## src/design/rv_decode_pkg.sv

```systemverilog
// Shared widths, opcode and ALU encodings, and the structs passed between
// the RV32I decode blocks
`default_nettype none

package rv_decode_pkg;

    localparam int XLEN = 32;

    typedef logic [XLEN-1:0] word_t;
    typedef logic [4:0]      reg_idx_t;
    typedef logic [6:0]      opcode_t;
    typedef logic [5:0]      alu_code_t;
    typedef logic [1:0]      operand_sel_t;
    typedef logic [2:0]      insn_fmt_t;

    localparam opcode_t OPC_LUI    = 7'b0110111;
    localparam opcode_t OPC_AUIPC  = 7'b0010111;
    localparam opcode_t OPC_JAL    = 7'b1101111;
    localparam opcode_t OPC_JALR   = 7'b1100111;
    localparam opcode_t OPC_BRANCH = 7'b1100011;
    localparam opcode_t OPC_LOAD   = 7'b0000011;
    localparam opcode_t OPC_STORE  = 7'b0100011;
    localparam opcode_t OPC_OPIMM  = 7'b0010011;
    localparam opcode_t OPC_OP     = 7'b0110011;

    localparam alu_code_t ALU_NOP  = 6'd0;
    localparam alu_code_t ALU_ADD  = 6'd1;
    localparam alu_code_t ALU_SUB  = 6'd2;
    localparam alu_code_t ALU_SLL  = 6'd3;
    localparam alu_code_t ALU_SLT  = 6'd4;
    localparam alu_code_t ALU_SLTU = 6'd5;
    localparam alu_code_t ALU_XOR  = 6'd6;
    localparam alu_code_t ALU_SRL  = 6'd7;
    localparam alu_code_t ALU_SRA  = 6'd8;
    localparam alu_code_t ALU_OR   = 6'd9;
    localparam alu_code_t ALU_AND  = 6'd10;
    localparam alu_code_t ALU_LUI  = 6'd11;
    localparam alu_code_t ALU_JAL  = 6'd12;
    localparam alu_code_t ALU_JALR = 6'd13;
    localparam alu_code_t ALU_BEQ  = 6'd14;
    localparam alu_code_t ALU_BNE  = 6'd15;
    localparam alu_code_t ALU_BLT  = 6'd16;
    localparam alu_code_t ALU_BGE  = 6'd17;
    localparam alu_code_t ALU_BLTU = 6'd18;
    localparam alu_code_t ALU_BGEU = 6'd19;
    localparam alu_code_t ALU_LB   = 6'd20;
    localparam alu_code_t ALU_LH   = 6'd21;
    localparam alu_code_t ALU_LW   = 6'd22;
    localparam alu_code_t ALU_LBU  = 6'd23;
    localparam alu_code_t ALU_LHU  = 6'd24;
    localparam alu_code_t ALU_SB   = 6'd25;
    localparam alu_code_t ALU_SH   = 6'd26;
    localparam alu_code_t ALU_SW   = 6'd27;

    localparam operand_sel_t OPND_NONE = 2'd0;
    localparam operand_sel_t OPND_REG  = 2'd1;
    localparam operand_sel_t OPND_IMM  = 2'd2;
    localparam operand_sel_t OPND_PC   = 2'd3;

    localparam insn_fmt_t FMT_NONE = 3'd0;
    localparam insn_fmt_t FMT_R    = 3'd1;
    localparam insn_fmt_t FMT_I    = 3'd2;
    localparam insn_fmt_t FMT_S    = 3'd3;
    localparam insn_fmt_t FMT_B    = 3'd4;
    localparam insn_fmt_t FMT_U    = 3'd5;
    localparam insn_fmt_t FMT_J    = 3'd6;

    typedef struct packed {
        alu_code_t    alucode;
        operand_sel_t op1_sel;
        operand_sel_t op2_sel;
        insn_fmt_t    fmt;
        logic         rd_used;
        logic         link;     // JAL and JALR
        logic         is_load;
        logic         is_store;
    } ctrl_t;

    typedef struct packed {
        reg_idx_t rs1;
        reg_idx_t rs2;
        reg_idx_t rd;
        word_t    imm_i;
        word_t    imm_s;
        word_t    imm_b;
        word_t    imm_u;
        word_t    imm_j;
    } fields_t;

    typedef struct packed {
        reg_idx_t     rs1;
        reg_idx_t     rs2;
        reg_idx_t     rd;
        word_t        imm;
        alu_code_t    alucode;
        operand_sel_t op1_sel;
        operand_sel_t op2_sel;
        logic         reg_we;
        logic         is_load;
        logic         is_store;
    } decoded_t;

endpackage

`default_nettype wire

```

## src/design/ctrl_decoder.sv

```systemverilog
// RV32I control decoder mapping opcode, funct3 and funct7 bit 5 to ALU code,
// operand selections, format and load/store flags
// Unknown encodings decode to all zeros
`timescale 1ns/1ns
`default_nettype none

module ctrl_decoder (
    input  rv_decode_pkg::word_t insn,
    output rv_decode_pkg::ctrl_t ctrl
);

    rv_decode_pkg::opcode_t   opcode;
    logic [2:0]               funct3;
    logic                     funct7_b5;
    rv_decode_pkg::alu_code_t arith_code;

    assign opcode    = insn[6:0];
    assign funct3    = insn[14:12];
    assign funct7_b5 = insn[30];

    function automatic rv_decode_pkg::ctrl_t make_ctrl(
        input rv_decode_pkg::alu_code_t    alucode,
        input rv_decode_pkg::operand_sel_t op1_sel,
        input rv_decode_pkg::operand_sel_t op2_sel,
        input rv_decode_pkg::insn_fmt_t    fmt
    );
        rv_decode_pkg::ctrl_t c;
        c         = '0;
        c.alucode = alucode;
        c.op1_sel = op1_sel;
        c.op2_sel = op2_sel;
        c.fmt     = fmt;
        c.rd_used = fmt inside {rv_decode_pkg::FMT_U, rv_decode_pkg::FMT_J,
                                rv_decode_pkg::FMT_I, rv_decode_pkg::FMT_R};
        return c;
    endfunction

    // OP and OP-IMM share one funct3 table
    always_comb begin
        case (funct3)
            3'b000: arith_code = (opcode == rv_decode_pkg::OPC_OP && funct7_b5) ?
                                 rv_decode_pkg::ALU_SUB : rv_decode_pkg::ALU_ADD;
            3'b001: arith_code = rv_decode_pkg::ALU_SLL;
            3'b010: arith_code = rv_decode_pkg::ALU_SLT;
            3'b011: arith_code = rv_decode_pkg::ALU_SLTU;
            3'b100: arith_code = rv_decode_pkg::ALU_XOR;
            3'b101: arith_code = funct7_b5 ? rv_decode_pkg::ALU_SRA : rv_decode_pkg::ALU_SRL;
            3'b110: arith_code = rv_decode_pkg::ALU_OR;
            default: arith_code = rv_decode_pkg::ALU_AND;
        endcase
    end

    always_comb begin
        ctrl = '0;
        case (opcode)
            rv_decode_pkg::OPC_LUI:
                ctrl = make_ctrl(rv_decode_pkg::ALU_LUI, rv_decode_pkg::OPND_NONE,
                                 rv_decode_pkg::OPND_IMM, rv_decode_pkg::FMT_U);
            rv_decode_pkg::OPC_AUIPC:
                ctrl = make_ctrl(rv_decode_pkg::ALU_ADD, rv_decode_pkg::OPND_IMM,
                                 rv_decode_pkg::OPND_PC, rv_decode_pkg::FMT_U);
            rv_decode_pkg::OPC_JAL: begin
                ctrl = make_ctrl(rv_decode_pkg::ALU_JAL, rv_decode_pkg::OPND_NONE,
                                 rv_decode_pkg::OPND_PC, rv_decode_pkg::FMT_J);
                ctrl.link = 1'b1;
            end
            rv_decode_pkg::OPC_JALR: begin  // funct3 not checked
                ctrl = make_ctrl(rv_decode_pkg::ALU_JALR, rv_decode_pkg::OPND_REG,
                                 rv_decode_pkg::OPND_PC, rv_decode_pkg::FMT_I);
                ctrl.link = 1'b1;
            end
            rv_decode_pkg::OPC_BRANCH: begin
                case (funct3)
                    3'b000: ctrl.alucode = rv_decode_pkg::ALU_BEQ;
                    3'b001: ctrl.alucode = rv_decode_pkg::ALU_BNE;
                    3'b100: ctrl.alucode = rv_decode_pkg::ALU_BLT;
                    3'b101: ctrl.alucode = rv_decode_pkg::ALU_BGE;
                    3'b110: ctrl.alucode = rv_decode_pkg::ALU_BLTU;
                    3'b111: ctrl.alucode = rv_decode_pkg::ALU_BGEU;
                    default: ctrl.alucode = rv_decode_pkg::ALU_NOP;
                endcase
                if (ctrl.alucode != rv_decode_pkg::ALU_NOP) begin
                    ctrl = make_ctrl(ctrl.alucode, rv_decode_pkg::OPND_REG,
                                     rv_decode_pkg::OPND_REG, rv_decode_pkg::FMT_B);
                end
            end
            rv_decode_pkg::OPC_LOAD: begin
                case (funct3)
                    3'b000: ctrl.alucode = rv_decode_pkg::ALU_LB;
                    3'b001: ctrl.alucode = rv_decode_pkg::ALU_LH;
                    3'b010: ctrl.alucode = rv_decode_pkg::ALU_LW;
                    3'b100: ctrl.alucode = rv_decode_pkg::ALU_LBU;
                    3'b101: ctrl.alucode = rv_decode_pkg::ALU_LHU;
                    default: ctrl.alucode = rv_decode_pkg::ALU_NOP;
                endcase
                if (ctrl.alucode != rv_decode_pkg::ALU_NOP) begin
                    ctrl = make_ctrl(ctrl.alucode, rv_decode_pkg::OPND_REG,
                                     rv_decode_pkg::OPND_IMM, rv_decode_pkg::FMT_I);
                    ctrl.is_load = 1'b1;
                end
            end
            rv_decode_pkg::OPC_STORE: begin
                case (funct3)
                    3'b000: ctrl.alucode = rv_decode_pkg::ALU_SB;
                    3'b001: ctrl.alucode = rv_decode_pkg::ALU_SH;
                    3'b010: ctrl.alucode = rv_decode_pkg::ALU_SW;
                    default: ctrl.alucode = rv_decode_pkg::ALU_NOP;
                endcase
                if (ctrl.alucode != rv_decode_pkg::ALU_NOP) begin
                    ctrl = make_ctrl(ctrl.alucode, rv_decode_pkg::OPND_REG,
                                     rv_decode_pkg::OPND_IMM, rv_decode_pkg::FMT_S);
                    ctrl.is_store = 1'b1;
                end
            end
            rv_decode_pkg::OPC_OPIMM:
                ctrl = make_ctrl(arith_code, rv_decode_pkg::OPND_REG,
                                 rv_decode_pkg::OPND_IMM, rv_decode_pkg::FMT_I);
            rv_decode_pkg::OPC_OP:
                ctrl = make_ctrl(arith_code, rv_decode_pkg::OPND_REG,
                                 rv_decode_pkg::OPND_REG, rv_decode_pkg::FMT_R);
            default: ctrl = '0;  // Unknown opcode
        endcase
    end

    // Memory flags only for the listed load and store widths, never both
    mem_flag_legal: assert property (@(ctrl)
        !$isunknown(insn) |->
            (!ctrl.is_load || (opcode == rv_decode_pkg::OPC_LOAD &&
                               !(funct3 inside {3'b011, 3'b110, 3'b111}))) &&
            (!ctrl.is_store || (opcode == rv_decode_pkg::OPC_STORE && funct3 < 3'b011)));

endmodule

`default_nettype wire

```

## src/design/operand_extractor.sv

```systemverilog
// Operand field extractor: register numbers and all five sign-extended
// immediate candidates, format-agnostic
`timescale 1ns/1ns
`default_nettype none

module operand_extractor (
    input  rv_decode_pkg::word_t   insn,
    output rv_decode_pkg::fields_t fields
);

    localparam int XLEN = rv_decode_pkg::XLEN;

    logic sign;

    assign sign = insn[31];

    assign fields.rs1 = insn[19:15];
    assign fields.rs2 = insn[24:20];
    assign fields.rd  = insn[11:7];

    assign fields.imm_i = {{(XLEN - 12){sign}}, insn[31:20]};

    assign fields.imm_s = {{(XLEN - 12){sign}}, insn[31:25], insn[11:7]};

    // Branch offset, halfword aligned
    assign fields.imm_b = {{(XLEN - 13){sign}}, insn[31], insn[7], insn[30:25],
                           insn[11:8], 1'b0};

    assign fields.imm_u = {insn[31:12], 12'd0};

    // Jump offset, halfword aligned
    assign fields.imm_j = {{(XLEN - 21){sign}}, insn[31], insn[19:12], insn[20],
                           insn[30:21], 1'b0};

endmodule

`default_nettype wire

```

## src/design/decode_output_stage.sv

```systemverilog
// Output stage of the decoder: picks immediate and register numbers by format,
// registers the result on acceptance and tracks credits from the consumer
`timescale 1ns/1ns
`default_nettype none

module decode_output_stage #(
    parameter int unsigned CREDITS = 4
) (
    input  logic                    clk,
    input  logic                    arst_n,
    input  logic                    in_valid,
    output logic                    in_ready,
    input  rv_decode_pkg::ctrl_t    ctrl,
    input  rv_decode_pkg::fields_t  fields,
    input  logic                    credit_return,
    output logic                    out_valid,
    output rv_decode_pkg::decoded_t out
);

    localparam int CNT_W = (CREDITS > 0) ? $clog2(CREDITS + 1) : 1;

    rv_decode_pkg::decoded_t dec;
    logic                    accept;
    logic [CNT_W-1:0]        credit_cnt;

    always_comb begin
        dec          = '0;
        dec.alucode  = ctrl.alucode;
        dec.op1_sel  = ctrl.op1_sel;
        dec.op2_sel  = ctrl.op2_sel;
        dec.is_load  = ctrl.is_load;
        dec.is_store = ctrl.is_store;

        case (ctrl.fmt)
            rv_decode_pkg::FMT_I: dec.imm = fields.imm_i;
            rv_decode_pkg::FMT_S: dec.imm = fields.imm_s;
            rv_decode_pkg::FMT_B: dec.imm = fields.imm_b;
            rv_decode_pkg::FMT_U: dec.imm = fields.imm_u;
            rv_decode_pkg::FMT_J: dec.imm = fields.imm_j;
            default:              dec.imm = '0;  // R and NONE
        endcase

        if (!(ctrl.fmt inside {rv_decode_pkg::FMT_U, rv_decode_pkg::FMT_J,
                               rv_decode_pkg::FMT_NONE})) begin
            dec.rs1 = fields.rs1;
        end
        if (!(ctrl.fmt inside {rv_decode_pkg::FMT_U, rv_decode_pkg::FMT_J,
                               rv_decode_pkg::FMT_I, rv_decode_pkg::FMT_NONE})) begin
            dec.rs2 = fields.rs2;
        end
        if (ctrl.rd_used) begin
            dec.rd = fields.rd;
        end

        // Link to x0 is a plain jump
        dec.reg_we = ctrl.rd_used && !(ctrl.link && fields.rd == '0);
    end

    assign in_ready = (credit_cnt != '0);
    assign accept   = in_valid && in_ready;

    always_ff @(posedge clk or negedge arst_n) begin
        if (!arst_n) begin
            out_valid <= 1'b0;
            out       <= '0;
        end else begin
            out_valid <= accept;  // One cycle per item
            if (accept) begin
                out <= dec;
            end
        end
    end

    always_ff @(posedge clk or negedge arst_n) begin
        if (!arst_n) begin
            credit_cnt <= CNT_W'(CREDITS);
        end else if (accept && !credit_return) begin
            credit_cnt <= credit_cnt - 1'b1;
        end else if (credit_return && !accept) begin
            credit_cnt <= credit_cnt + 1'b1;
        end
    end

    credit_cnt_bound: assert property (@(posedge clk) disable iff (!arst_n)
        credit_cnt <= CNT_W'(CREDITS));

    // Consumer cannot free a slot that holds nothing
    no_excess_return: assert property (@(posedge clk) disable iff (!arst_n)
        credit_return |-> credit_cnt != CNT_W'(CREDITS));

endmodule

`default_nettype wire

```

## src/design/insn_decoder_top.sv

```systemverilog
// RV32I decode stage with one cycle of latency and credit-based flow control
// toward a downstream issue buffer of CREDITS entries
`timescale 1ns/1ns
`default_nettype none

module insn_decoder_top #(
    parameter int unsigned CREDITS = 4
) (
    input  logic                    clk,
    input  logic                    arst_n,
    input  logic                    in_valid,
    output logic                    in_ready,
    input  rv_decode_pkg::word_t    insn,
    output logic                    out_valid,
    output rv_decode_pkg::decoded_t out,
    input  logic                    credit_return
);

    rv_decode_pkg::ctrl_t   ctrl;
    rv_decode_pkg::fields_t fields;

    ctrl_decoder ctrl_decoder_i (
        .insn (insn),
        .ctrl (ctrl)
    );

    operand_extractor operand_extractor_i (
        .insn   (insn),
        .fields (fields)
    );

    decode_output_stage #(
        .CREDITS (CREDITS)
    ) decode_output_stage_i (
        .clk           (clk),
        .arst_n        (arst_n),
        .in_valid      (in_valid),
        .in_ready      (in_ready),
        .ctrl          (ctrl),
        .fields        (fields),
        .credit_return (credit_return),
        .out_valid     (out_valid),
        .out           (out)
    );

endmodule

`default_nettype wire

```

## config.mk

```make
export PLATFORM = sky130hd
export DESIGN_NAME = insn_decoder_top
export DESIGN_NICKNAME = d
export VERILOG_FILES = /design/src/design/rv_decode_pkg.sv /design/src/design/ctrl_decoder.sv /design/src/design/operand_extractor.sv /design/src/design/decode_output_stage.sv /design/src/design/insn_decoder_top.sv
export SDC_FILE = /design/constraint.sdc
export NUM_CORES = 1
export LEC_CHECK = 0
export BUFFER_PORTS_ARGS = -buffer_cell sky130_fd_sc_hd__buf_4
export CAP_MARGIN = 20
export CORE_MARGIN = 4
export CORE_UTILIZATION = 47
export DETAILED_ROUTE_END_ITERATION = 6
export PLACE_DENSITY = 0.75
export SLEW_MARGIN = 20
export SYNTH_ARGS = -nofsm -noshare
export SYNTH_HDL_FRONTEND = slang
export SYNTH_SLANG_ARGS = --single-unit
```

## constraint.sdc

```tcl
create_clock -name clk -period 2.4 [get_ports clk]
set_clock_uncertainty 0.1 [all_clocks]
set_input_delay 0.36 -clock clk [delete_from_list [all_inputs] [get_ports clk]]
set_output_delay 0.36 -clock clk [all_outputs]
set_load 0.01 [all_outputs]
```

; ---- Word-level counts from Yosys, hierarchy flattened
; Index checks and enable logic that the tools add are counted.
; W data, S select, Z words.
[word_totals]
register_bits = 64
inputBits = 36
out_inout_bits = 62
elab_cells = 73
[op_classes]
add_sub_neg = 2
eq_ne = 21
n_mux = 19
n_reduce_logical = 19
[ops]
columns = cell, n
row1 = $pmux W32 S5, 1
row2 = $pmux W17 S9, 1
row3 = $pmux W6 S7, 1
row4 = $mux W10, 3
row5 = $pmux W5 S6, 1
row6 = $pmux W5 S5, 1
row7 = $eq A3 B3 Y1 const B, 7
row8 = $eq A7 B6 Y1 const B, 3
row9 = $eq A7 B7 Y1 const B, 3
row10 = $mux W6, 3
row11 = $reduce_bool A6 Y1, 3
row12 = $mux W5, 3
row13 = $pmux W5 S3, 1
row14 = $eq A7 B5 Y1 const B, 2
row15 = $eq A3 B2 Y1 const B, 4
row16 = $eq A7 B2 Y1 const B, 1
row17 = $logic_and A1 B1 Y1, 6
row18 = $logic_not A3 Y1, 2
row19 = $mux W3, 2
row20 = $reduce_bool A3 Y1, 2
row21 = $logic_not A5 Y1, 1
row22 = $mux W4, 1
row23 = $reduce_bool A4 Y1, 1
row24 = $add A3 B1 Y3 const B, 1
row25 = 5 further kinds, 7

; ---- Longest topological paths before layout
; Gate-level depths: netlist of the first run.
[depth]
ltp_word = 9
mapped_depth = 11
mapped_depth_nobuf = 9

; ---- Cells and area by module
; A second synthesis of the first run with hierarchy kept.
[unflattened]
cells_unflattened = 697
area_unflattened_um2 = 5748.0
[by_module_without_submodules]
columns = module, instances, cells_per_inst, area_per_inst_um2, seq_area_each_um2
row1 = decode_output_stage, 1, 422, 3824.9, 1602.8
row2 = operand_extractor, 1, 176, 1317.5, 0.0
row3 = ctrl_decoder, 1, 99, 605.6, 0.0

; ---- Worst setup path after synthesis of the first run
; No wires, ideal clock.
[synth_path]
path_type = register to register
startpoint = register decode_output_stage_i.credit_cnt[2]
endpoint = register decode_output_stage_i.credit_cnt[2]
setup_time_ns = 0.075
t_arrival_ns = 2.512
required_time_ns = 2.225
slack_ns = -0.287
stages_incl_launch_ff = 12
path_buffers = 2
period_less_slack_ns = 2.687
cell_sequence = dfstp_2 or3_1 nand2_2 inv_1 buf_2 buf_1 ha_1 inv_1 fa_1 xor2_1 nor2_1 xor2_1
[synth_via]
elab_chain_len = 5
word_cells_on_any_way = 10
cone_classes = add/sub (2) / mux (2) / reduce/logical (6)
[synth_rtl]
columns = item, line
row1 = start: declaration, decode_output_stage.sv:24  ; logic [CNT_W-1:0] credit_cnt;
row2 = start signal: assignment, decode_output_stage.sv:76  ; credit_cnt <= CNT_W'(CREDITS);
row3 = start signal: assignment, decode_output_stage.sv:78  ; credit_cnt <= credit_cnt - 1'b1;
row4 = start signal: assignment, decode_output_stage.sv:80  ; credit_cnt <= credit_cnt + 1'b1;
row5 = $reduce_bool A3 Y1 (*), decode_output_stage.sv:59  ; assign in_ready = (credit_cnt != '0);
row6 = named net in_ready, insn_decoder_top.sv:12  ; output logic in_ready,
row7 = $logic_and A1 B1 Y1 (*), decode_output_stage.sv:60  ; assign accept = in_valid && in_ready;
row8 = named net decode_output_stage_i.accept, decode_output_stage.sv:23  ; logic accept;
row9 = $logic_not A1 Y1, decode_output_stage.sv:79  ; end else if (credit_return && !accept) begin
row10 = $logic_and A1 B1 Y1, decode_output_stage.sv:79
row11 = $reduce_bool A2 Y1 (no source line), --
; Mark *: on every way through the listed nets, which the timed path passes. The rest lies on a longest branch. The select of a mux whose other input is x is not followed.
; A chain may end at the register's enable or synchronous reset.

; ---- Worst setup path in the final report of the first run
[layout_path]
startpoint = register decode_output_stage_i.credit_cnt[2]
endpoint = register decode_output_stage_i.credit_cnt[2]
[layout_via]
elab_chain_len = 5
word_cells_on_any_way = 10
cone_classes = add/sub (2) / mux (2) / reduce/logical (6)
[layout_rtl]
columns = item
row1 = "parallel branches: the longest is 5 deep, another holds $add A3 B1 Y3"
; Several ways; the timed one is not identified. The select of a mux whose other input is x is not followed.

==> impl_results.md, run 1 <==
* Status: finished, violations left
* Failing checks: negative hold slack
* Resize count post-CTS at 0
* Endpoints failing setup at 0
* Via Count at 3,070
* Cell variety after synth at 62
* Startpoint Class: register
* Design Area, Final at 4282 µm²
* Starting density of the core at roughly half
* Pwr/cell area at just over 700 nW/µm²
* First-pass GRT wire length at 14,460 µm
* Most frequent cells in the layout: 108 x buf_4, 62 x dfrtp_1, 36 x a21oi_1
* Clock root buffer: clkbuf_8
* Io pins at 98
* Top delay family on crit path: adder cells
* Congestion Overflow GR at 0
* Number of antenna violations at the first check in global routing at 0
* Main synth FF type: dfrtp_1
* Max IR drop VDD at 543.4 µV
* Final critical-path share of the clock period at roughly 85%
* Post-Synthesis Cells at 342
* Share of the yosys chip area belonging to registers at about 48%
* Avg Vias per Cell at 5.717
* Slew Viols, Final at 0
* Most common cell after layout, fill and taps aside: buf_4
* Num rows at 30
* WP data required at 2570 ps
* Fin. Hold Viols at 5
* Critical Path Fanout Max at 2
* GRT busiest layer: met2
* First-iteration detailed-routing DRC count at 192
* Leak at 2.004 nW
* Max Fclk at 0.4903 GHz
* Arr. time, crit path at 2210 ps
* Met2 global-route usage at 33.09%
* Max-Cap Viols at 0
* DRC Markers at 0
* Met3 Track Usage GR at under 10%
* GRT met1 Usage at roughly 29%
* Tmin final at 2039 ps
* Slowest CP cell: dfstp_2
* Die width at between 90 and 100 µm
* Hold crit path type: input pin to async pin
* Clock-pin slew on the worst setup and hold paths at 70 ps
* Slew margin rel. at 46.78%
* Die ar. at 8436 µm²
* #FFs+latches synth at 63
* EDFF count, synth at 0
* Buffers on Ports at 96
* GR Util All Layers at 21.43%
* Layout cells sized above 1 at between 30% and 40%
* WL per Instance at 16.72 µm
* Fin nets at 474
* Post CTS Setup Buffer Count at 0
* Filler instances at 575
* Max stage delay on crit path at 540 ps
* Final setup TNS at 0 ps
* Pre-antenna DRT Iters at 4
* CTS tree: done
* Post-DP HPWL at approximately 6400 µm
* Vias in the first global route at ~2,800
* CP Depth at 9
* Post-route ant nets at 0
* GPL Wtd Cong at 0.8940
* Worst R2R Path Depth at 9
* Largest net degree at the start of global routing at 64
* Placed Area at 4106 µm²
* Hold_ws at -10.13 ps
* Total clock sinks at 63
* Mean Syn Cell Area at 9.662 µm²
* Area grow syn2layout at 29.57%
* Fraction of registers with async set/reset at 100.0%
* Clock buffer count from CTS at 9
* Hold_buf cts at 0
* Mapped cell area at 3304 µm²
* Kind of critical path: register to register
* DRT Wirelength at 8979 µm
* H-tree Lvls at 3
* Chip height at 91.85 µm
* Crit. End Element: register
* Cell Chain, Critical Path: or3_4 -> nand2_2 -> inv_1 -> ha_1 -> inv_1 -> fa_1 -> xor2_1 -> nor2_1 -> xor2_1
* Unrepaired setup endpoints after global routing: no
* Core Footprint at 6794 µm²
* Clock Path Buffers at 2
* Worst-Skew Late Latency at 340 ps
* Syn Nets at 380
* Buffers & Inverters on Critical Path at 2
* Synth Warn # at 0
* Worst-Margin Slew at 792.9 ps
* Antenna diodes at 0
[cell type report]
type / instances / area (µm²) / area share [%]
Clock inverter: 5 / 33.78 / 0.7890
Sequential cell: 63 / 1578 / 36.85
Clock buffer: 11 / 141.4 / 3.302
Multi-Input combinational cell: 243 / 1556 / 36.35
Tap cell: 96 / 120.1 / 2.805
Inverter: 11 / 41.29 / 0.9643
Timing Repair Buffer: 108 / 810.8 / 18.94
[through the flow]
step                      utilization [%]  power (W)  hold slack (ps)  instances  setup slack, ps
after floorplan                         -   0.001856           -35.59        342            6.247
after global placement              60.44   0.002256            361.7        521            189.2
after detailed placement            60.44   0.002276            367.8        521            104.9
after CTS                           63.02   0.003105            22.62        537            357.9
after global routing                63.02   0.003270            49.89        537            243.3
final                               63.02   0.003077           -10.13        537            360.5
[metal layers]
layer	share of wire (%)	vias up	wire, µm
met5	0	-	0
met4	1.3	0	116
met3	7.8	10	702
met2	48	119	4322
met1	43	1500	3838
li1	-	1441	-
[Yosys cell counts (all sizes together), types with 2 or more instances]
cell type,instances,share of area (%)
nor2,35,4.1
a31oi,7,1.3
nor2b,2,0.38
o31ai,3,0.83
a21boi,5,1.1
nor3,15,3.3
nor4,3,0.95
nand2b,4,0.76
xor2,3,0.80
inv,11,1.2
and2,4,0.76
a21oi,36,5.5
clkbuf,11,1.2
nand3,8,1.4
a211oi,11,3.3
nand4,3,0.57
a22o,16,4.2
nand2,31,3.6
and3,2,0.38
dfrtp,62,47
o21ai,21,3.2
a32oi,6,1.6
or3,2,0.53
buf,14,2.8
o2111ai,2,0.53
a21o,3,0.91
[path summary, 6_finish.rpt]
check | endpoint | from | slack (ps)
hold / removal | decode_output_stage_i.out[7] | arst_n | -10
min in group clk | decode_output_stage_i.out[59] | insn[19] | 150
max in group asynchronous | decode_output_stage_i.out[39] | arst_n | 1680
hold reg to reg | decode_output_stage_i.out[31] | decode_output_stage_i.out[31] | 380
setup / recovery | decode_output_stage_i.credit_cnt[2] | decode_output_stage_i.credit_cnt[2] | 360
setup reg to reg | decode_output_stage_i.credit_cnt[2] | decode_output_stage_i.credit_cnt[2] | 360
[worst register-to-register path, stage by stage, from the launching register on]
cell and delay [ps]:
dfstp_2 540, or3_4 130, nand2_2 50, inv_1 60, ha_1 170, inv_1 60
fa_1 430, xor2_1 150, nor2_1 120, xor2_1 160
[registers in the layout, summed over array words and instances, names as in the netlist]
name / count
decode_output_stage_i.credit_cnt: 3
decode_output_stage_i.out: 59
decode_output_stage_i.out_valid: 1
[cells by family after synthesis]
family	after synthesis	synth area share [%]
fa+ha+maj	2	0.9844
simple gates	112	18.02
xor+xnor	4	1.060
flops	63	47.75
other cells	1	0.1135
buf+inv	36	5.301
compound gates	123	26.47
mux	1	0.3029
[power by group]
part | switching (W) | total (W) | internal (W)
Combinational | 0.000501 | 0.000908 | 0.000407
Clock | 0.000426 | 0.000827 | 0.000401
Sequential | 0.000106 | 0.00134 | 0.00123
Total | 0.00103 | 0.00308 | 0.00204
Power figures use the tool's default switching activity.
==> inputs of run 2 (changes only) <==
--- a/config.mk
+++ b/config.mk
@@ -8,9 +8,9 @@
 export BUFFER_PORTS_ARGS = -buffer_cell sky130_fd_sc_hd__buf_4
 export CAP_MARGIN = 20
 export CORE_MARGIN = 4
-export CORE_UTILIZATION = 47
+export CORE_UTILIZATION = 52
 export DETAILED_ROUTE_END_ITERATION = 6
-export PLACE_DENSITY = 0.75
+export PLACE_DENSITY = 0.78
 export SLEW_MARGIN = 20
 export SYNTH_ARGS = -nofsm -noshare
 export SYNTH_HDL_FRONTEND = slang
==> constraint.sdc (replaced) <==
create_clock -name clk -period 1.9 [get_ports clk]
set_clock_uncertainty 0.1 [all_clocks]
set_input_delay 0.285 -clock clk [delete_from_list [all_inputs] [get_ports clk]]
set_output_delay 0.285 -clock clk [all_outputs]
set_load 0.01 [all_outputs]
==> impl_results.md, run 2 (synthesis results as in run 1) <==
* Status: finished, violations left (unchanged)
* Failing checks: negative setup slack (was negative hold slack)
* Antenna diodes at 0 (unchanged)
* Number of instances in the placed design at 532 (was 521)
* Top flop regs: decode_output_stage_i.out: 59 flops, decode_output_stage_i.credit_cnt: 3 flops, decode_output_stage_i.out_valid: 1 flops (unchanged)
* RR Endpoint: decode_output_stage_i.credit_cnt[2] (unchanged)
* Io pins at 98 (unchanged)
* Fin nets at 511 (was 474)
* Die width at 87.72 µm (was 91.85 µm)
* Reg with most FFs: decode_output_stage_i.out (unchanged)
* Register-to-Register Setup Slack at -8 ps (was 360 ps)
* Power, Total at 0.004342 W (was 0.003077 W)
* Worst-Margin Slew at 499.5 ps (was 792.9 ps)
* Critical Path Fanout Max at 3 (was 2)
* Crit. End Element: register (unchanged)
* Setup ws final at -8.413 ps (was 360.5 ps)
* Pwr/cell area at 933.5 nW/µm² (was 718.6 nW/µm²)
* Most frequent cells in the layout: 141 x buf_4, 62 x dfrtp_1, 36 x a21oi_1 (was 108 x buf_4, 62 x dfrtp_1, 36 x a21oi_1)
* DRC Markers at 0 (unchanged)
* Kind of critical path: register to register (unchanged)
* Pre-antenna DRT Iters at 5 (was 4)
* Area grow syn2layout at 40.74% (was 29.57%)
* Post-DP HPWL at 7174 µm (was 6404 µm)
* Top delay family on crit path: flip-flops (was adder cells)
* Layout cells sized above 1 at 38.28% (was 32.20%)
* Most common cell after layout, fill and taps aside: buf_4 (unchanged)
* Starting density of the core at 54.84% (was 48.64%)
* Vias in the first global route at 3,159 (was 2,837)
* Leak at 2.217 nW (was 2.004 nW)
* Total clock sinks at 63 (unchanged)
* Post-route ant nets at 0 (unchanged)
* Avg Vias per Cell at 5.864 (was 5.717)
* Max stage delay on crit path at 540 ps (about the same)
* Fin cells at 553 (was 537)
* Largest net degree at the start of global routing at 68 (was 64)
* Fin. Hold Viols at 0 (was 5)
* Max Fclk at 0.5240 GHz (was 0.4903 GHz)
* Num rows at 28 (was 30)
* Unrepaired setup endpoints after global routing: yes (was no)
* Endpoints failing setup at 1 (was 0)
* First-iteration detailed-routing DRC count at 278 (was 192)
* Largest register FFs at 59 (unchanged)
* Die ar. at 7694 µm² (was 8436 µm²)
* Worst r2r src: decode_output_stage_i.credit_cnt[2] (unchanged)
* Clock Path Buffers at 2 (unchanged)
* Critical Path Most Common Cell: xor2_1
* Via Count at 3,243 (was 3,070)
* Arr. time, crit path at 2070 ps (was 2210 ps)
* Final critical-path share of the clock period at 100.4% (was 84.98%)
* Max IR drop VDD at 793.0 µV (was 543.4 µV)
* Slew Viols, Final at 0 (unchanged)
* Slew margin rel. at 66.52% (was 46.78%)
* Buffers on Ports at 96 (unchanged)
* Clock buffer count from CTS at 9 (unchanged)
* Setup crit start: decode_output_stage_i.credit_cnt[2] (unchanged)
* Hold crit path type: input pin to register (was input pin to async pin)
* CP Depth at 9 (unchanged)
* Worst slack, placed at -54.30 ps (was 104.9 ps)
* Filler instances at 424 (was 575)
* Chip height at 87.72 µm (was 91.85 µm)
* Clock-pin slew on the worst setup and hold paths at 70 ps (about the same)
* Core Footprint at 6026 µm² (was 6794 µm²)
* Hold_ws at 70.57 ps (was -10.13 ps)
* Max-Cap Viols at 0 (unchanged)
* GR Util All Layers at 26.55% (was 21.43%)
* DRT Wirelength at 9789 µm (was 8979 µm)
* Slowest CP cell: dfstp_2 (unchanged)
* Clock root buffer: clkbuf_8 (unchanged)
* Startpoint Class: register (unchanged)
* CTS tree: done (unchanged)
* Tmin final at 1908 ps (was 2039 ps)
* Final setup TNS at -8.413 ps (was 0 ps)
* WL per Instance at 17.70 µm (was 16.72 µm)
* First-pass GRT wire length at 15,840 µm (was 14,460 µm)
* Cell Chain, Critical Path: or3_4 -> nand2_4 -> inv_4 -> ha_4 -> inv_2 -> fa_2 -> xor2_1 -> nor2_1 -> xor2_1 (was or3_4 -> nand2_2 -> inv_1 -> ha_1 -> inv_1 -> fa_1 -> xor2_1 -> nor2_1 -> xor2_1)
* Number of antenna violations at the first check in global routing at 0 (unchanged)
* H-tree Lvls at 3 (unchanged)
* WP data required at 2060 ps (was 2570 ps)
* Worst-Skew Late Latency at 340 ps (about the same)
* Worst Setup EP: decode_output_stage_i.credit_cnt[2] (unchanged)
* Buffers & Inverters on Critical Path at 2 (unchanged)
* Worst R2R Path Depth at 9 (unchanged)
* Congestion Overflow GR at 0 (unchanged)
* GPL Wtd Cong at 0.9490 (was 0.8940)
[run 2: per-stage QoR]
step	instance area (µm²)	util (%)
after global routing	4651	77.18
after global placement	4378	72.65
final	4651	77.18
after detailed placement	4378	72.65
after CTS	4636	76.93
after floorplan	3343	-
[run 2: worst min path at each step]
| stage | startpoint | cells after the start | endpoint |
|---|---|---|---|
| 3_3_place_gp | arst_n | 1 | decode_output_stage_i.out[57] |
| 2_1_floorplan | arst_n | 0 | decode_output_stage_i.credit_cnt[0] |
| 5_1_grt | insn[18] | 2 | decode_output_stage_i.out[58] |
| 6_report | insn[18] | 2 | decode_output_stage_i.out[58] |
| 4_1_cts | insn[18] | 2 | decode_output_stage_i.out[58] |
| 3_5_place_dp | arst_n | 1 | decode_output_stage_i.out[15] |
[run 2: layer usage]
metal  global-route usage (%)  vias to the layer above  share of wire (%)
met5                        0                        -                  0
met3                    4.798                       14                7.0
met1                    35.96                     1573                 42
met2                    43.36                      145                 50
met4                    8.647                        0                1.6
li1                         -                     1511                  -
[run 2: repair_timing]
| action | 4_1_cts | 5_1_grt |
|---|---|---|
| cloned | 0 | 0 |
| setup buffers | 2 | 2 |
| resized for setup | 1 | 0 |
| pin swaps | 3 | 1 |
| endpoints found under the hold margin | 21 | 0 |
| endpoints found under the setup margin | 1 | 3 |
| hold buffers | 1 | 0 |
[run 2: worst reg2reg max path: cells and delay by family, from the launching register on]
| family | cells | cell delay [ps] |
|---|---|---|
| flip-flops | 1 | 540 |
| buffers and inverters | 2 | 110 |
| XOR/XNOR | 2 | 320 |
| adder cells (fa/ha/maj) | 2 | 470 |
| AND/OR/NAND/NOR | 3 | 300 |
[run 2: report_power, final]
part           switching, W  internal [W]  leakage (nW)  total, W
clock              0.000566      0.000781         0.109   0.00135
sequential         0.000127       0.00156         0.837   0.00169
combinational      0.000700      0.000609          1.27   0.00131
[run 2: cell type report]
| class | instances | area [µm²] | area share, % |
|---|---|---|---|
| Inverter | 11 | 43.79 | 0.9416 |
| Tap cell | 75 | 93.84 | 2.018 |
| Sequential cell | 63 | 1578 | 33.93 |
| Clock buffer | 10 | 137.6 | 2.959 |
| Clock inverter | 6 | 92.59 | 1.991 |
| Multi-Input combinational cell | 243 | 1577 | 33.90 |
| Timing Repair Buffer | 145 | 1129 | 24.27 |
==> inputs of run 3 (changes only) <==
--- a/config.mk
+++ b/config.mk
@@ -8,10 +8,11 @@
 export BUFFER_PORTS_ARGS = -buffer_cell sky130_fd_sc_hd__buf_4
 export CAP_MARGIN = 20
 export CORE_MARGIN = 4
-export CORE_UTILIZATION = 52
+export CORE_UTILIZATION = 58
 export DETAILED_ROUTE_END_ITERATION = 6
-export PLACE_DENSITY = 0.78
+export PLACE_DENSITY = 0.8
 export SLEW_MARGIN = 20
 export SYNTH_ARGS = -nofsm -noshare
 export SYNTH_HDL_FRONTEND = slang
+export SYNTH_HIERARCHICAL = 1
 export SYNTH_SLANG_ARGS = --single-unit
==> impl_results.md, run 3 <==
* Max stage delay on crit path at 530 ps (was 540 ps)
* Hold_ws at 86.05 ps (was 70.57 ps)
* DR WL met2 at 6688 µm (was 4874 µm)
* Post-DP HPWL at 9347 µm (was 7174 µm)
* CP Depth at 9 (unchanged)
* Crit. End Element: register (unchanged)
* Max Fclk at 0.5359 GHz (was 0.5240 GHz)
* Most common cell after layout, fill and taps aside: buf_4 (unchanged)
* Vias in the first global route at 4,376 (was 3,159)
* H-tree Lvls at 3 (unchanged)
* #FFs+latches synth at 64 (was 63)
* WL per Instance at 16.70 µm (was 17.70 µm)
* Min-Delay Path Depth at 2 (unchanged)
* Most frequent cells in the layout: 151 x buf_4, 96 x nand2_1, 63 x dfrtp_1 (was 141 x buf_4, 62 x dfrtp_1, 36 x a21oi_1)
* Die width at 107.6 µm (was 87.72 µm)
* Final setup TNS at 0 ps (was -8.413 ps)
* Die ar. at 11,570 µm² (was 7694 µm²)
* Count leader, synth: buf_4 (was dfrtp_1)
* Final core occ at 66.01% (was 77.18%)
* Starting density of the core at 59.08% (was 54.84%)
* Top delay family on crit path: flip-flops (unchanged)
* Mean Syn Cell Area at 8.247 µm² (was 9.662 µm²)
* Sequential power share at 39.2% (was 38.8%)
* Final critical-path share of the clock period at 98.21% (was 100.4%)
* Synth top area share at 27.43% (was 46.95%)
* Worst Setup EP: decode_output_stage_i/credit_cnt[2] (was decode_output_stage_i.credit_cnt[2])
* Core Footprint at 9729 µm² (was 6026 µm²)
* Pre-antenna DRT Iters at 4 (was 5)
* Worst R2R Path Depth at 9 (unchanged)
* Area grow syn2layout at 11.73% (was 40.74%)
* Number of instances in the placed design at 779 (was 532)
* DRC Markers at 0 (unchanged)
* Max IR drop VDD at 513.4 µV (was 793.0 µV)
* Met3 WL at 787 µm (was 690 µm)
* GPL Wtd Cong at 0.8640 (was 0.9490)
* Status: finished, final reports clean (was finished, violations left)
* Worst-Margin Slew at 743.8 ps (was 499.5 ps)
* Largest register FFs at 60 (was 59)
* Total clock sinks at 64 (was 63)
* Startpoint Class: register (unchanged)
* Unrepaired setup endpoints after global routing: yes (unchanged)
* Leak at 2.817 nW (was 2.217 nW)
* Buffers on Ports at 97 (was 96)
* First-pass GRT wire length at 21,260 µm (was 15,840 µm)
* WP data required at 2080 ps (was 2060 ps)
* Worst r2r src: decode_output_stage_i/credit_cnt[2] (was decode_output_stage_i.credit_cnt[2])
* Tmin final at 1866 ps (was 1908 ps)
* Sw frac at 34.40% (was 32.08%)
* Clock Path Buffers at 2 (unchanged)
* Gate power share at 37.0% (was 30.1%)
* Area leader, netlist: dfrtp_1 (unchanged)
* Cell variety after synth at 60 (was 62)
* Via Count at 4,518 (was 3,243)
* CTS tree: done (unchanged)
* Wl on met1 at 5895 µm (was 4070 µm)
* Endpoints failing setup at 0 (was 1)
* Area contributors post-synth: dfrtp_1 27%, buf_4 23%, nand2_1 6.5% (was dfrtp_1 47%, a21oi_1 5.5%, a22o_1 4.2%)
* Buffers & Inverters on Critical Path at 2 (unchanged)
* Fin. Hold Viols at 0 (unchanged)
* Share of the yosys chip area belonging to registers at 27.88% (was 47.75%)
* Worst-Skew Late Latency at 350 ps (was 340 ps)
* Net Sw Power at 0.001550 W (was 0.001393 W)
* Antenna diodes at 0 (unchanged)
* Arr. time, crit path at 2050 ps (was 2070 ps)
* Setup crit start: decode_output_stage_i/credit_cnt[2] (was decode_output_stage_i.credit_cnt[2])
* Reg with most FFs: decode_output_stage_i/out (was decode_output_stage_i.out)
* Fin cells at 815 (was 553)
* Number of antenna violations at the first check in global routing at 0 (unchanged)
* Max-Cap Viols at 0 (unchanged)
* Register-to-Register Setup Slack at 30 ps (was -8 ps)
* Congestion Overflow GR at 0 (unchanged)
* Clock root buffer: clkbuf_8 (unchanged)
* First-iteration detailed-routing DRC count at 228 (was 278)
* Post-route ant nets at 0 (unchanged)
* Clock share of power at 23.8% (was 31.0%)
* Io pins at 98 (unchanged)
* Avg Vias per Cell at 5.544 (was 5.864)
* Kind of critical path: register to register (unchanged)
* Hold crit path type: input pin to register (unchanged)
* Cell Chain, Critical Path: or3_4 -> nand2_4 -> inv_4 -> ha_4 -> inv_2 -> fa_2 -> xor2_1 -> nor2_1 -> xor2_1 (unchanged)
* Pwr/cell area at 701.6 nW/µm² (was 933.5 nW/µm²)
* Fin nets at 715 (was 511)
* GR Util All Layers at 23.03% (was 26.55%)
* Mapped cell area at 5748 µm² (was 3304 µm²)
* Largest net degree at the start of global routing at 76 (was 68)
* Chip height at 107.6 µm (was 87.72 µm)
* P_int at 0.002956 W (was 0.002949 W)
* Most frequent cells after synthesis: 178 x buf_4, 99 x nand2_1, 63 x dfrtp_1 (was 62 x dfrtp_1, 36 x a21oi_1, 34 x nor2_1)
* Layout cells sized above 1 at 41.06% (was 38.28%)
* Critical Path Fanout Max at 2 (was 3)
* Fraction of registers with async set/reset at 100.0% (unchanged)
* Slew margin rel. at 50.41% (was 66.52%)
* Clock buffer count from CTS at 9 (unchanged)
* DRT Wirelength at 13,610 µm (was 9789 µm)
* Slew Viols, Final at 0 (unchanged)
* Clock-pin slew on the worst setup and hold paths at 70 ps (about the same)
* Uppermost routed layer: met4 (unchanged)
* RR Endpoint: decode_output_stage_i/credit_cnt[2] (was decode_output_stage_i.credit_cnt[2])
* Synth Warn # at 6 (was 0)
* Main synth FF type: dfrtp_1 (unchanged)
* Critical Path Most Common Cell: xor2_1 (unchanged)
* Top flop regs: decode_output_stage_i/out: 60 flops, decode_output_stage_i/credit_cnt: 3 flops, decode_output_stage_i/out_valid: 1 flops (was decode_output_stage_i.out: 59 flops, decode_output_stage_i.credit_cnt: 3 flops, decode_output_stage_i.out_valid: 1 flops)
* Num rows at 36 (was 28)
* EDFF count, synth at 0 (unchanged)
* Slowest CP cell: dfstp_2 (unchanged)
* Post-Synthesis Cells at 697 (was 342)
-- run 3: cell types whose count changed in the layout (fill, tap and decap cells not counted), sizes merged, moves of 11 or more --
cell | before | now
o21ai | 21 | 38
a221oi | 1 | 17
mux2 | 0 | 25
nor3 | 15 | 4
mux2i | 1 | 23
a22oi | 1 | 17
nand2 | 31 | 99
a211oi | 11 | 0
nand3b | 1 | 19
conb | 1 | 15
buf | 144 | 176
o22ai | 1 | 13
-- run 3: logic make-up (layout without fill, tap and decap cells) --
group           after synthesis  count (layout)  synth area share [%]
flops                        64              64                 27.88
buf+inv                     235             205                 28.04
xor+xnor                      5               5                0.7618
fa+ha+maj                     2               2                0.5659
simple gates                192             194                 15.98
other cells                   2              15                0.1307
mux                          48              48                 8.903
compound gates              149             149                 17.74
-- run 3: worst min path at each step --
stage / slack [ps] / start / end
final: 90 / insn[24] / decode_output_stage_i/out[54]
after global routing: 90 / insn[15] / decode_output_stage_i/out[55]
after CTS: 70 / insn[20] / decode_output_stage_i/out[50]
after detailed placement: 200 / arst_n / decode_output_stage_i/out[40]
after global placement: 200 / arst_n / decode_output_stage_i/out[12]
after floorplan: -110 / arst_n / decode_output_stage_i/credit_cnt[0]
-- run 3: what timing repair did --
item | 4_1_cts | 5_1_grt
hold endpoints to repair | 34 | 0
buffers inserted | 2 | 13
cloned | 1 | 3
hold buffers | 1 | 0
pin swaps | 3 | 41
endpoints found under the setup margin | 22 | 44
resized for setup | 8 | 67
-- run 3: layer usage --
layer / global-route usage [%] / vias to the layer above
li1: - / 2176
met1: 30.88 / 2185
met2: 37.17 / 135
met3: 4.139 / 22
met4: 8.566 / 0
met5: 0 / -
-- run 3: per-stage QoR --
step	cell area (µm²)	power, W	setup WS, ps
after floorplan	5966	0.002872	-325.5
after global routing	6422	0.004786	-68.11
after global placement	5784	0.003299	-398.3
after detailed placement	5784	0.003347	-472.6
final	6422	0.004506	34.06
after CTS	6007	0.004458	-13.34
-- run 3: power groups by stage --
| stage | Sequential [W] | Clock [W] | Combinational, W |
|---|---|---|---|
| CTS | 0.00177 | 0.00110 | 0.00159 |
| detailed placement | 0.00179 | 0 | 0.00156 |
| finish | 0.00177 | 0.00107 | 0.00167 |
| global placement | 0.00178 | 0 | 0.00152 |
| floorplan | 0.00187 | 0 | 0.00101 |
| global route | 0.00180 | 0.00116 | 0.00183 |
-- run 3: worst register-to-register path, cell delays in order, from the launching register on --
cell	delay, ps
dfstp_2	530
or3_4	130
nand2_4	60
inv_4	60
ha_4	130
inv_2	30
fa_2	330
xor2_1	140
nor2_1	120
xor2_1	150
-- run 3: area by class of cell --
class                           count  area (µm²)
Fill cell                         795        3307
Multi-Input combinational cell    413        2867
Sequential cell                    64        1603
Timing Repair Buffer              179        1569
Clock buffer                       15       166.4
Tap cell                          133       166.4
Inverter                           10       46.29
Clock inverter                      1       5.005
